`src/hdl/sdBusPkg.sv`:
```
/* SD bus protocol constants and the command frame type.
   Shared by the command port, the DAT reader and the CRC engine. */
package sdBusPkg;

    // ==================================================
    // Frame and line geometry
    // ==================================================
    localparam int cmdFrameBits = 48;
    localparam int cmdCrcBits = 7;
    localparam int datCrcBits = 16;
    localparam int datLines = 4;

    // CRC generators, x^7 + x^3 + 1 and x^16 + x^12 + x^5 + 1
    localparam logic [cmdCrcBits-1:0] crc7Poly = 7'h09;
    localparam logic [datCrcBits-1:0] crc16Poly = 16'h1021;

    // ==================================================
    // Command indices
    // ==================================================
    // READ_MULTIPLE_BLOCK
    localparam logic [5:0] cmdIdxReadMulti = 6'd18;
    // STOP_TRANSMISSION
    localparam logic [5:0] cmdIdxStop = 6'd12;

    typedef logic [cmdCrcBits-1:0] crc7T;
    typedef logic [datCrcBits-1:0] crc16T;

    // Index and argument, the part of a CMD frame the host chooses
    typedef struct packed {
        logic [5:0]  idx;
        logic [31:0] arg;
    } sdCmdT;

endpackage

```
`src/hdl/sdHostPkg.sv`:
```
/* Client-side word and address types plus the block geometry of the read core. */
package sdHostPkg;

    // ==================================================
    // Block geometry
    // ==================================================
    localparam int blockBytes = 512;
    localparam int wordBits = 16;
    localparam int wordsPerBlock = blockBytes * 8 / wordBits;

    // Four DAT lines deliver one nibble per clock
    localparam int nibblesPerWord = wordBits / 4;

    // ==================================================
    // Client types
    // ==================================================
    typedef logic [wordBits-1:0] dataWordT;
    typedef logic [31:0] blockAddrT;

endpackage

```
`src/hdl/sdCrc.sv`:
```
/* Serial CRC shift register for the SD bus; the CRC type and polynomial pick CRC7 or CRC16. */
`timescale 1ns/1ns

module sdCrc #(
    parameter type crcT = sdBusPkg::crc7T,
    parameter crcT poly = sdBusPkg::crc7Poly
) (
    input  logic clk,
    input  logic arstN,
    input  logic clear,
    input  logic shiftEn,
    input  logic bitIn,
    output crcT  crc
);
    localparam int msb = $bits(crcT) - 1;

    crcT  base;
    logic feedback;

    // Clear and shift together start a fresh CRC with bitIn
    always_comb begin
        base = clear ? crcT'(0) : crc;
        feedback = bitIn ^ base[msb];
    end

    always_ff @(posedge clk or negedge arstN) begin
        if (!arstN) begin
            crc <= '0;
        end else if (shiftEn) begin
            crc <= crcT'(base << 1) ^ (feedback ? poly : crcT'(0));
        end else begin
            crc <= base;
        end
    end

endmodule

```
`src/hdl/sdCmdPort.sv`:
```
/* CMD line port: shifts out a 48-bit command with CRC7 and receives the R1 response.
   Pulses cmdSent after the frame and respDone, with respErr, after the response check. */
`timescale 1ns/1ns

module sdCmdPort (
    input  logic           clk,
    input  logic           arstN,
    input  logic           cmdStart,
    input  sdBusPkg::sdCmdT cmd,
    input  logic           sdCmdIn,
    output logic           sdCmdOut,
    output logic           sdCmdOutActive,
    output logic           cmdSent,
    output logic           respDone,
    output logic           respErr
);
    import sdBusPkg::*;

    localparam int cntW = $clog2(cmdFrameBits);

    typedef enum logic [1:0] {rxIdle, rxWait, rxRecv, rxCheck} rxStateT;

    // Transmit side
    logic [cmdFrameBits-1:0] txReg;
    logic [cntW-1:0]         txCnt;
    logic                    txCrcPhase;
    logic [2:0]              txCrcSel;
    crc7T                    txCrc;

    // Receive side
    rxStateT                 rxState;
    logic                    rxStage;
    logic [cmdFrameBits-1:0] rxReg;
    logic [cntW-1:0]         rxCnt;
    logic                    rxCrcEn;
    crc7T                    rxCrc;

    // ==================================================
    // Transmit
    // ==================================================
    // txCnt is the frame bit now on the line, 47 down to 0
    assign txCrcPhase = (txCnt <= cntW'(cmdCrcBits)) && (txCnt != '0);
    assign txCrcSel = 3'(txCnt - 1'b1);

    // CRC bits are spliced in from the live CRC, the frame holds zeros there
    assign sdCmdOut = !sdCmdOutActive ? 1'b1 :
                      txCrcPhase ? txCrc[txCrcSel] : txReg[cmdFrameBits-1];

    sdCrc #(.crcT(crc7T), .poly(crc7Poly)) txCrc_i (
        .clk    (clk),
        .arstN  (arstN),
        .clear  (cmdStart),
        .shiftEn(sdCmdOutActive && (txCnt > cntW'(cmdCrcBits))),
        .bitIn  (txReg[cmdFrameBits-1]),
        .crc    (txCrc)
    );

    always_ff @(posedge clk or negedge arstN) begin
        if (!arstN) begin
            sdCmdOutActive <= 1'b0;
            txCnt <= '0;
            cmdSent <= 1'b0;
        end else begin
            cmdSent <= 1'b0;
            if (cmdStart) begin
                sdCmdOutActive <= 1'b1;
                txCnt <= cntW'(cmdFrameBits - 1);
            end else if (sdCmdOutActive) begin
                txCnt <= txCnt - 1'b1;
                if (txCnt == '0) begin
                    sdCmdOutActive <= 1'b0;
                    cmdSent <= 1'b1;
                end
            end
        end
    end

    // Start bit, direction bit, index, argument, CRC slot, end bit
    always_ff @(posedge clk) begin
        if (cmdStart) begin
            txReg <= {2'b01, cmd, crc7T'(0), 1'b1};
        end else if (sdCmdOutActive) begin
            txReg <= txReg << 1;
        end
    end

    // ==================================================
    // Receive
    // ==================================================
    // rxCnt is the index of the response bit being shifted in
    assign rxCrcEn = ((rxState == rxWait) && !rxStage) ||
                     ((rxState == rxRecv) && (rxCnt > cntW'(cmdCrcBits)));

    sdCrc #(.crcT(crc7T), .poly(crc7Poly)) rxCrc_i (
        .clk    (clk),
        .arstN  (arstN),
        .clear  (rxState == rxWait),
        .shiftEn(rxCrcEn),
        .bitIn  (rxStage),
        .crc    (rxCrc)
    );

    assign respDone = (rxState == rxCheck);
    // CRC7, transmission bit and stop bit
    assign respErr = respDone && ((rxReg[cmdCrcBits:1] != rxCrc) ||
                                  rxReg[cmdFrameBits-2] || !rxReg[0]);

    always_ff @(posedge clk or negedge arstN) begin
        if (!arstN) begin
            rxState <= rxIdle;
            rxStage <= 1'b1;
            rxCnt <= '0;
        end else begin
            // Own frame is masked so the receiver only sees the card
            rxStage <= sdCmdOutActive ? 1'b1 : sdCmdIn;
            case (rxState)
                rxIdle: begin
                    if (sdCmdOutActive && (txCnt == '0)) begin
                        rxState <= rxWait;
                    end
                end
                rxWait: begin
                    if (!rxStage) begin
                        rxState <= rxRecv;
                        rxCnt <= cntW'(cmdFrameBits - 2);
                    end
                end
                rxRecv: begin
                    rxCnt <= rxCnt - 1'b1;
                    if (rxCnt == '0) begin
                        rxState <= rxCheck;
                    end
                end
                default: begin
                    rxState <= rxIdle;
                end
            endcase
            if (cmdStart) begin
                rxState <= rxIdle;
            end
        end
    end

    always_ff @(posedge clk) begin
        if ((rxState == rxWait) || (rxState == rxRecv)) begin
            rxReg <= {rxReg[cmdFrameBits-2:0], rxStage};
        end
    end

endmodule

```
`src/hdl/sdDatReader.sv`:
```
/* DAT receiver for one 512-byte block: finds the start bit, packs nibbles into words,
   then checks the per-line CRC16 and the end nibble. Armed by a blockArm pulse. */
`timescale 1ns/1ns

module sdDatReader (
    input  logic                clk,
    input  logic                arstN,
    input  logic                blockArm,
    input  logic [3:0]          sdDatIn,
    output sdHostPkg::dataWordT word,
    output logic                wordValid,
    output logic                blockDone,
    output logic                blockErr
);
    import sdBusPkg::*;
    import sdHostPkg::*;

    localparam int dataNibbles = wordsPerBlock * nibblesPerWord;
    localparam int cntW = $clog2(dataNibbles);
    localparam int nibSelW = $clog2(nibblesPerWord);

    typedef enum logic [2:0] {dIdle, dWait, dData, dCrc, dEnd} datStateT;

    datStateT         state;
    logic [3:0]       datStage;
    logic [cntW-1:0]  nibCnt;
    logic             lineErr;
    logic             crcMiss;
    logic             wordLast;
    logic [3:0]       crcBitSel;
    dataWordT         packReg;
    dataWordT         packNext;
    crc16T            lineCrc [datLines];

    // ==================================================
    // Per-line CRC16
    // ==================================================
    for (genvar i = 0; i < datLines; i++) begin : gLineCrc
        sdCrc #(.crcT(crc16T), .poly(crc16Poly)) crc_i (
            .clk    (clk),
            .arstN  (arstN),
            .clear  (blockArm),
            .shiftEn(state == dData),
            .bitIn  (datStage[i]),
            .crc    (lineCrc[i])
        );
    end

    // Received CRC arrives MSB first, one bit per line per cycle
    assign crcBitSel = 4'(datCrcBits - 1) - nibCnt[3:0];

    always_comb begin
        crcMiss = 1'b0;
        for (int i = 0; i < datLines; i++) begin
            if (lineCrc[i][crcBitSel] != datStage[i]) begin
                crcMiss = 1'b1;
            end
        end
    end

    // ==================================================
    // Block sequencing
    // ==================================================
    assign wordLast = (state == dData) && (nibCnt[nibSelW-1:0] == '1);
    // First nibble ends up in the top of the word
    assign packNext = {packReg[wordBits-datLines-1:0], datStage};

    always_ff @(posedge clk or negedge arstN) begin
        if (!arstN) begin
            state <= dIdle;
            datStage <= '1;
            nibCnt <= '0;
            lineErr <= 1'b0;
            wordValid <= 1'b0;
            blockDone <= 1'b0;
            blockErr <= 1'b0;
        end else begin
            datStage <= sdDatIn;
            wordValid <= wordLast;
            blockDone <= 1'b0;
            blockErr <= 1'b0;
            case (state)
                dIdle: begin
                    if (blockArm) begin
                        state <= dWait;
                    end
                end
                // DAT0 low marks the start bit
                dWait: begin
                    if (!datStage[0]) begin
                        state <= dData;
                        nibCnt <= '0;
                        lineErr <= 1'b0;
                    end
                end
                dData: begin
                    nibCnt <= nibCnt + 1'b1;
                    if (nibCnt == '1) begin
                        state <= dCrc;
                    end
                end
                dCrc: begin
                    lineErr <= lineErr | crcMiss;
                    nibCnt <= nibCnt + 1'b1;
                    if (nibCnt[3:0] == 4'hf) begin
                        state <= dEnd;
                    end
                end
                dEnd: begin
                    blockDone <= 1'b1;
                    blockErr <= lineErr || (datStage != 4'hf);
                    state <= dIdle;
                end
                default: begin
                    state <= dIdle;
                end
            endcase
        end
    end

    always_ff @(posedge clk) begin
        if (state == dData) begin
            packReg <= packNext;
        end
        if (wordLast) begin
            word <= packNext;
        end
    end

endmodule

```
`src/hdl/sdReadCore.sv`:
```
/* Top of the SD read core: read sequencer for CMD18 and CMD12, sticky error flag,
   and the CMD and DAT ports. Clients hold reqTrigger high to keep blocks streaming. */
`timescale 1ns/1ns

module sdReadCore (
    input  logic                 clk,
    input  logic                 arstN,
    input  logic                 reqTrigger,
    input  sdHostPkg::blockAddrT reqAddr,
    output logic                 reqAccepted,
    output sdHostPkg::dataWordT  dataOut,
    output logic                 dataOutValid,
    output logic                 err,
    input  logic                 sdCmdIn,
    output logic                 sdCmdOut,
    output logic                 sdCmdOutActive,
    input  logic [3:0]           sdDatIn
);
    import sdBusPkg::*;
    import sdHostPkg::*;

    typedef enum logic [2:0] {
        sIdle, sSendRead, sWaitSent, sArm, sBlock, sSendStop, sStopResp, sBusy
    } seqStateT;

    seqStateT  state;
    blockAddrT addrQ;
    sdCmdT     cmd;
    logic      cmdStart;
    logic      cmdSent;
    logic      respDone;
    logic      respErr;
    logic      blockArm;
    logic      blockDone;
    logic      blockErr;
    logic      respSeen;
    logic      blockSeen;
    logic      blockEnd;
    logic      dat0Q;

    // ==================================================
    // Command and block control
    // ==================================================
    assign cmdStart = (state == sSendRead) || (state == sSendStop);
    assign blockArm = (state == sArm);
    // CMD18 response only matters for the first block, later it stays seen
    assign blockEnd = (respSeen || respDone) && (blockSeen || blockDone);

    always_comb begin
        cmd = '{idx: cmdIdxReadMulti, arg: addrQ};
        if (state == sSendStop) begin
            cmd = '{idx: cmdIdxStop, arg: 32'h0};
        end
    end

    always_ff @(posedge clk or negedge arstN) begin
        if (!arstN) begin
            state <= sIdle;
            reqAccepted <= 1'b0;
            respSeen <= 1'b0;
            blockSeen <= 1'b0;
            err <= 1'b0;
            dat0Q <= 1'b1;
        end else begin
            reqAccepted <= 1'b0;
            dat0Q <= sdDatIn[0];
            err <= err | respErr | blockErr;
            if (respDone) begin
                respSeen <= 1'b1;
            end
            if (blockDone) begin
                blockSeen <= 1'b1;
            end
            case (state)
                sIdle: begin
                    if (reqTrigger) begin
                        reqAccepted <= 1'b1;
                        state <= sSendRead;
                    end
                end
                sSendRead: begin
                    respSeen <= 1'b0;
                    state <= sWaitSent;
                end
                // Data may start before the response ends, so arm right away
                sWaitSent: begin
                    if (cmdSent) begin
                        state <= sArm;
                    end
                end
                sArm: begin
                    blockSeen <= 1'b0;
                    state <= sBlock;
                end
                sBlock: begin
                    if (blockEnd) begin
                        if (reqTrigger) begin
                            reqAccepted <= 1'b1;
                            state <= sArm;
                        end else begin
                            state <= sSendStop;
                        end
                    end
                end
                sSendStop: begin
                    state <= sStopResp;
                end
                sStopResp: begin
                    if (respDone) begin
                        state <= sBusy;
                    end
                end
                // Card holds DAT0 low while busy
                sBusy: begin
                    if (dat0Q) begin
                        state <= sIdle;
                    end
                end
                default: begin
                    state <= sIdle;
                end
            endcase
        end
    end

    always_ff @(posedge clk) begin
        if ((state == sIdle) && reqTrigger) begin
            addrQ <= reqAddr;
        end
    end

    // ==================================================
    // Ports
    // ==================================================
    sdCmdPort cmdPort_i (
        .clk           (clk),
        .arstN         (arstN),
        .cmdStart      (cmdStart),
        .cmd           (cmd),
        .sdCmdIn       (sdCmdIn),
        .sdCmdOut      (sdCmdOut),
        .sdCmdOutActive(sdCmdOutActive),
        .cmdSent       (cmdSent),
        .respDone      (respDone),
        .respErr       (respErr)
    );

    sdDatReader datReader_i (
        .clk      (clk),
        .arstN    (arstN),
        .blockArm (blockArm),
        .sdDatIn  (sdDatIn),
        .word     (dataOut),
        .wordValid(dataOutValid),
        .blockDone(blockDone),
        .blockErr (blockErr)
    );

endmodule

```
`config.mk`:
```
export PLATFORM = sky130hd
export DESIGN_NAME = sdReadCore
export DESIGN_NICKNAME = d
export VERILOG_FILES = /design/src/hdl/sdBusPkg.sv /design/src/hdl/sdHostPkg.sv /design/src/hdl/sdCrc.sv /design/src/hdl/sdCmdPort.sv /design/src/hdl/sdDatReader.sv /design/src/hdl/sdReadCore.sv
export SDC_FILE = /design/constraint.sdc
export NUM_CORES = 1
export LEC_CHECK = 0
export BUFFER_PORTS_ARGS = -buffer_cell sky130_fd_sc_hd__buf_2
export CAP_MARGIN = 30
export CORE_MARGIN = 8
export CORE_UTILIZATION = 40
export CTS_BUF_LIST = sky130_fd_sc_hd__clkbuf_16
export CTS_CLUSTER_SIZE = 30
export DETAILED_ROUTE_END_ITERATION = 12
export PLACE_DENSITY_LB_ADDON = 0.25
export SLEW_MARGIN = 20
export SYNTH_ARGS = -nofsm -noshare
export SYNTH_HDL_FRONTEND = slang
export SYNTH_SLANG_ARGS = --single-unit
```
`constraint.sdc`:
```
create_clock -name clk -period 6.3 [get_ports clk]
set_input_delay 0.315 -clock clk [delete_from_list [all_inputs] [get_ports clk]]
set_output_delay 0.315 -clock clk [all_outputs]
set_load 0.1 [all_outputs]
```
==> flow_summary_export.csv <==
group,metric,value,unit
setup_path,cp_common_cell,"a21oi_1",
route,drt-initial-drc-count,434,
clocking,post_cts_buffers,0,
clocking,h-tree-depth,1,
floorplanning,die_h,183.3,um
synthesis,avgSynthCellArea,13.06,um^2
clocking,clkSinkCount,278,
setup_path,cpMaxStageDelayCell,"buf_2",
route,drt_first_pass_iters,4,
setup_path,critPathArrivalTime,2.66,ns
placed_design,io_buffers,60,
placed_design,place_hpwl,11910,um
setup_path,crit_chain,"inv_1, ha_1, xnor2_1, mux2_2, nand2_1, a21oi_1, a21oi_1, o211ai_1, buf_2",
clocking,clock_latency,0.54,ns
sta,period_minus_slack,2.971,ns
setup_path,critPathMaxStageDelay,0.46,ns
sta,report.final.hold_viol_count,0,
sta,slew_violations,0,
grt,grt_overflow_total,0,
floorplanning,start_util,0.4043,
clocking,clockBufferDepth,3,
setup_path,crit_path_end_kind,"output port",
floorplanning,floorplan.rows,61,
setup_path,path_max_fanout,5,
synthesis,yosys_most_used_dff,"edfxtp_1",
finish,utilization,0.4783,
status,status,"finished, final reports clean",
route,via_count,6695,
run,cap_violations,0,
setup_path,crit_end,"sdCmdOut",
finish,nFillCells,2438,
route,drc,0,
synthesis,synth_cells,858,
setup_path,worstSetupPathType,"reg2out",
floorplanning,coreArea,27710,um^2
setup_path,timing.rr.end,"datReader_i.packReg[6]",
finish,final_nets,1001,
clocking,cts_root_buf,"clkbuf_16",
setup_path,path_buf_inv,2,
clocking,clk_pin_slew,0.06,ns
placed_design,gp_congestion,0.7235,
grt,grt_max_degree,69,
synthesis,ys_seq_elements,278,
floorplanning,die_w,183.3,um
placed_design,post-place-cells,1258,
setup_path,worst-path-stages,9,
grt,grt_antenna_before_repair,0,
clocking,tritoncts,"yes",
setup_path,critPathTopFamily,"buffers and inverters",
setup_path,r2r_setup_slack,3.50,ns
sta,rsz0062_at_grt,"false",
synthesis,syn_nets,907,
route,avgViaCountPerCell,4.945,
sta,clock.fmax,336.5,MHz
sta,timing.final.setup_violations,0,
clocking,cts_made_buffers,31,
finish,antennaDiodeCount,0,
route,ant_nets,0,
setup_path,startpoint_type,"flip-flop",
finish,syn2layout_area_growth,18.30,%
synthesis,synth-seq-area-share,0.6819,
power,power_density,273.2,nW/um^2
clocking,hold_buffers,38,
setup_path,worst_r2r_path_depth,5,
floorplanning,die-area,33620,um^2
sta,relSlewSlack,0.4101,
synthesis,yosysWarnings,0,
sta,tightest_slew,0.8848,ns
synthesis,synth.distinct_cells,50,
floorplanning,ios,61,
clocking,cts.repair.resized,0,
worst_hold_path,hp-class,"in2reg",
power,leakagePower,5.450,nW
grt,first_global_vias,6717,
synthesis,synth_edf_count,145,
route,drt_wl_total,20680,um
route,routedWlPerCell,15.28,um
finish,drive_above_1_share,0.1445,
sta,fin_crit_sh,0.4717,
sta,tns,0,ns
sta,fin_skew,0.01366,ns
grt,track_usage,0.1235,
setup_path,required,5.98,ns
grt,grt_pass1_wl,34660,um
synthesis,synth_area,11200,um^2
finish,finalNonFillerCells,1354,
setup_path,rr_startpoint,"datReader_i.state[1]",
setup_path,critPathLaunch,"cmdPort_i.txCnt[0]",
power,ir_drop,172.4,uV
synthesis,async_reset_ff_frac,0.4424,
==> worst min-delay path by stage <==
stage / from / to / cells after the start
after floorplan: arstN / blockSeen / 0
after global placement: cmdPort_i.rxReg[22] / cmdPort_i.rxReg[23] / 0
after detailed placement: cmdPort_i.rxReg[35] / cmdPort_i.rxReg[36] / 0
after CTS: reqTrigger / state[0] / 3
after global routing: reqTrigger / reqAccepted / 2
final: reqTrigger / state[0] / 3
==> flip-flops by register name, summed over array words and instances (netlist names), 2 cells and up <==
register and count:
cmdPort_i.rxState 2, datReader_i.state 3, datReader_i.packReg 12, state 3, cmdPort_i.rxReg 47, cmdPort_i.rxCnt 6, addrQ 32, datReader_i.datStage 4
datReader_i.word 16, datReader_i.gLineCrc.crc_i.crc 64, cmdPort_i.txCrc_i.crc 7, cmdPort_i.txCnt 6, datReader_i.nibCnt 10, cmdPort_i.txReg 48, cmdPort_i.rxCrc_i.crc 7
==> layout by cell type (no fill, tap or decap), types with 7 or more instances in the layout <==
cell / instances
nand2_1: 154
edfxtp_1: 145
dfrtp_1: 118
a21oi_1: 69
buf_2: 59
a22o_1: 40
dlygate4sd3_1: 38
o21ai_0: 34
nor2_1: 33
clkbuf_16: 33
inv_1: 29
mux2i_1: 22
xnor2_1: 20
xor2_1: 19
nor3_1: 12
nand3_1: 12
buf_4: 12
mux4_1: 10
dfxtp_1: 10
nand4_1: 8
ha_1: 8
and3_1: 7
mux4_2: 7
==> worst register-to-register path, cell delays in order (launching register included) <==
cell and delay (ns):
dfrtp_1 0.52, nor2b_1 0.40, nand2b_2 0.08, buf_4 0.32
inv_2 0.66, buf_4 0.47
==> power by group <==
| group | leakage [nW] | switching (mW) | internal (mW) |
|---|---|---|---|
| combinational | 1.72 | 0.0237 | 0.0288 |
| sequential | 3.20 | 0.00483 | 1.91 |
| clock | 0.533 | 0.685 | 0.973 |
| total | 5.45 | 0.713 | 2.91 |
==> cell families (layout without fill, tap and decap cells) <==
| group | after synthesis | count (layout) | share of synthesized area |
|---|---|---|---|
| adder cells (fa/ha/maj) | 9 | 9 | 0.01005 |
| XOR/XNOR | 39 | 39 | 0.03049 |
| AO/OA/AOI/OAI | 170 | 170 | 0.09628 |
| multiplexers | 41 | 41 | 0.05920 |
| buffers and inverters | 65 | 183 | 0.02345 |
| AND/OR/NAND/NOR | 256 | 256 | 0.09863 |
| flip-flops | 278 | 278 | 0.6819 |
==> synth_stat cells (3+ instances only) <==
master    count  area, um^2
a211oi_1      3       22.52
o21ai_0      34       170.2
and3_1        7       43.79
nand2b_1      4       25.02
nand3_1      12       60.06
dfrtp_1     118        2953
xnor2_1      20       175.2
a21oi_1      69       345.3
nor3_1       12       60.06
nand4_1       8       50.05
a22oi_1       3       22.52
a21o_1        3       22.52
buf_2         3       15.01
mux2i_1      22       220.2
xor2_1       19       166.4
o211ai_1      5       37.54
nor2b_1       6       37.54
clkbuf_1     44       165.2
inv_1        14       52.55
mux4_2        7       157.7
edfxtp_1    145        4354
dfxtp_1      10       200.2
nand2_1     154       578.1
a22o_1       40       350.3
nand3b_1      3       22.52
nor4_1        3       18.77
nor2_1       37       138.9
dfstp_2       5       131.4
mux4_1       10       262.8
ha_1          9       112.6
==> metal layers <==
metal / part of all wire / GRT usage
met5: 0 / 0
met3: 0.044 / 0.02414
met2: 0.44 / 0.1889
met1: 0.49 / 0.1761
met4: 0.026 / 0.03643
==> stage by stage <==
stage | setup WS [ns] | instance area, um^2 | hold WS (ns) | power (mW)
2_1_floorplan | 3.203 | 11200 | 0.01941 | 1.949
6_report | 3.329 | 13250 | 0.06255 | 3.620
3_3_place_gp | 3.570 | 11870 | 0.4006 | 1.979
3_5_place_dp | 3.536 | 11890 | 0.4045 | 1.980
5_1_grt | 3.067 | 13250 | 0.06085 | 3.753
4_1_cts | 3.230 | 13220 | 0.02466 | 3.673
==> cell type report <==
| class | count | area (um^2) | area share |
|---|---|---|---|
| Clock buffer | 33 | 825.8 | 0.06232 |
| Clock inverter | 24 | 123.9 | 0.009348 |
| Inverter | 15 | 56.30 | 0.004249 |
| Multi-Input combinational cell | 515 | 3321 | 0.2506 |
| Sequential cell | 278 | 7639 | 0.5764 |
| Tap cell | 378 | 473.0 | 0.03569 |
| Timing Repair Buffer | 111 | 813.3 | 0.06137 |
Power figures use the tool's default switching activity.
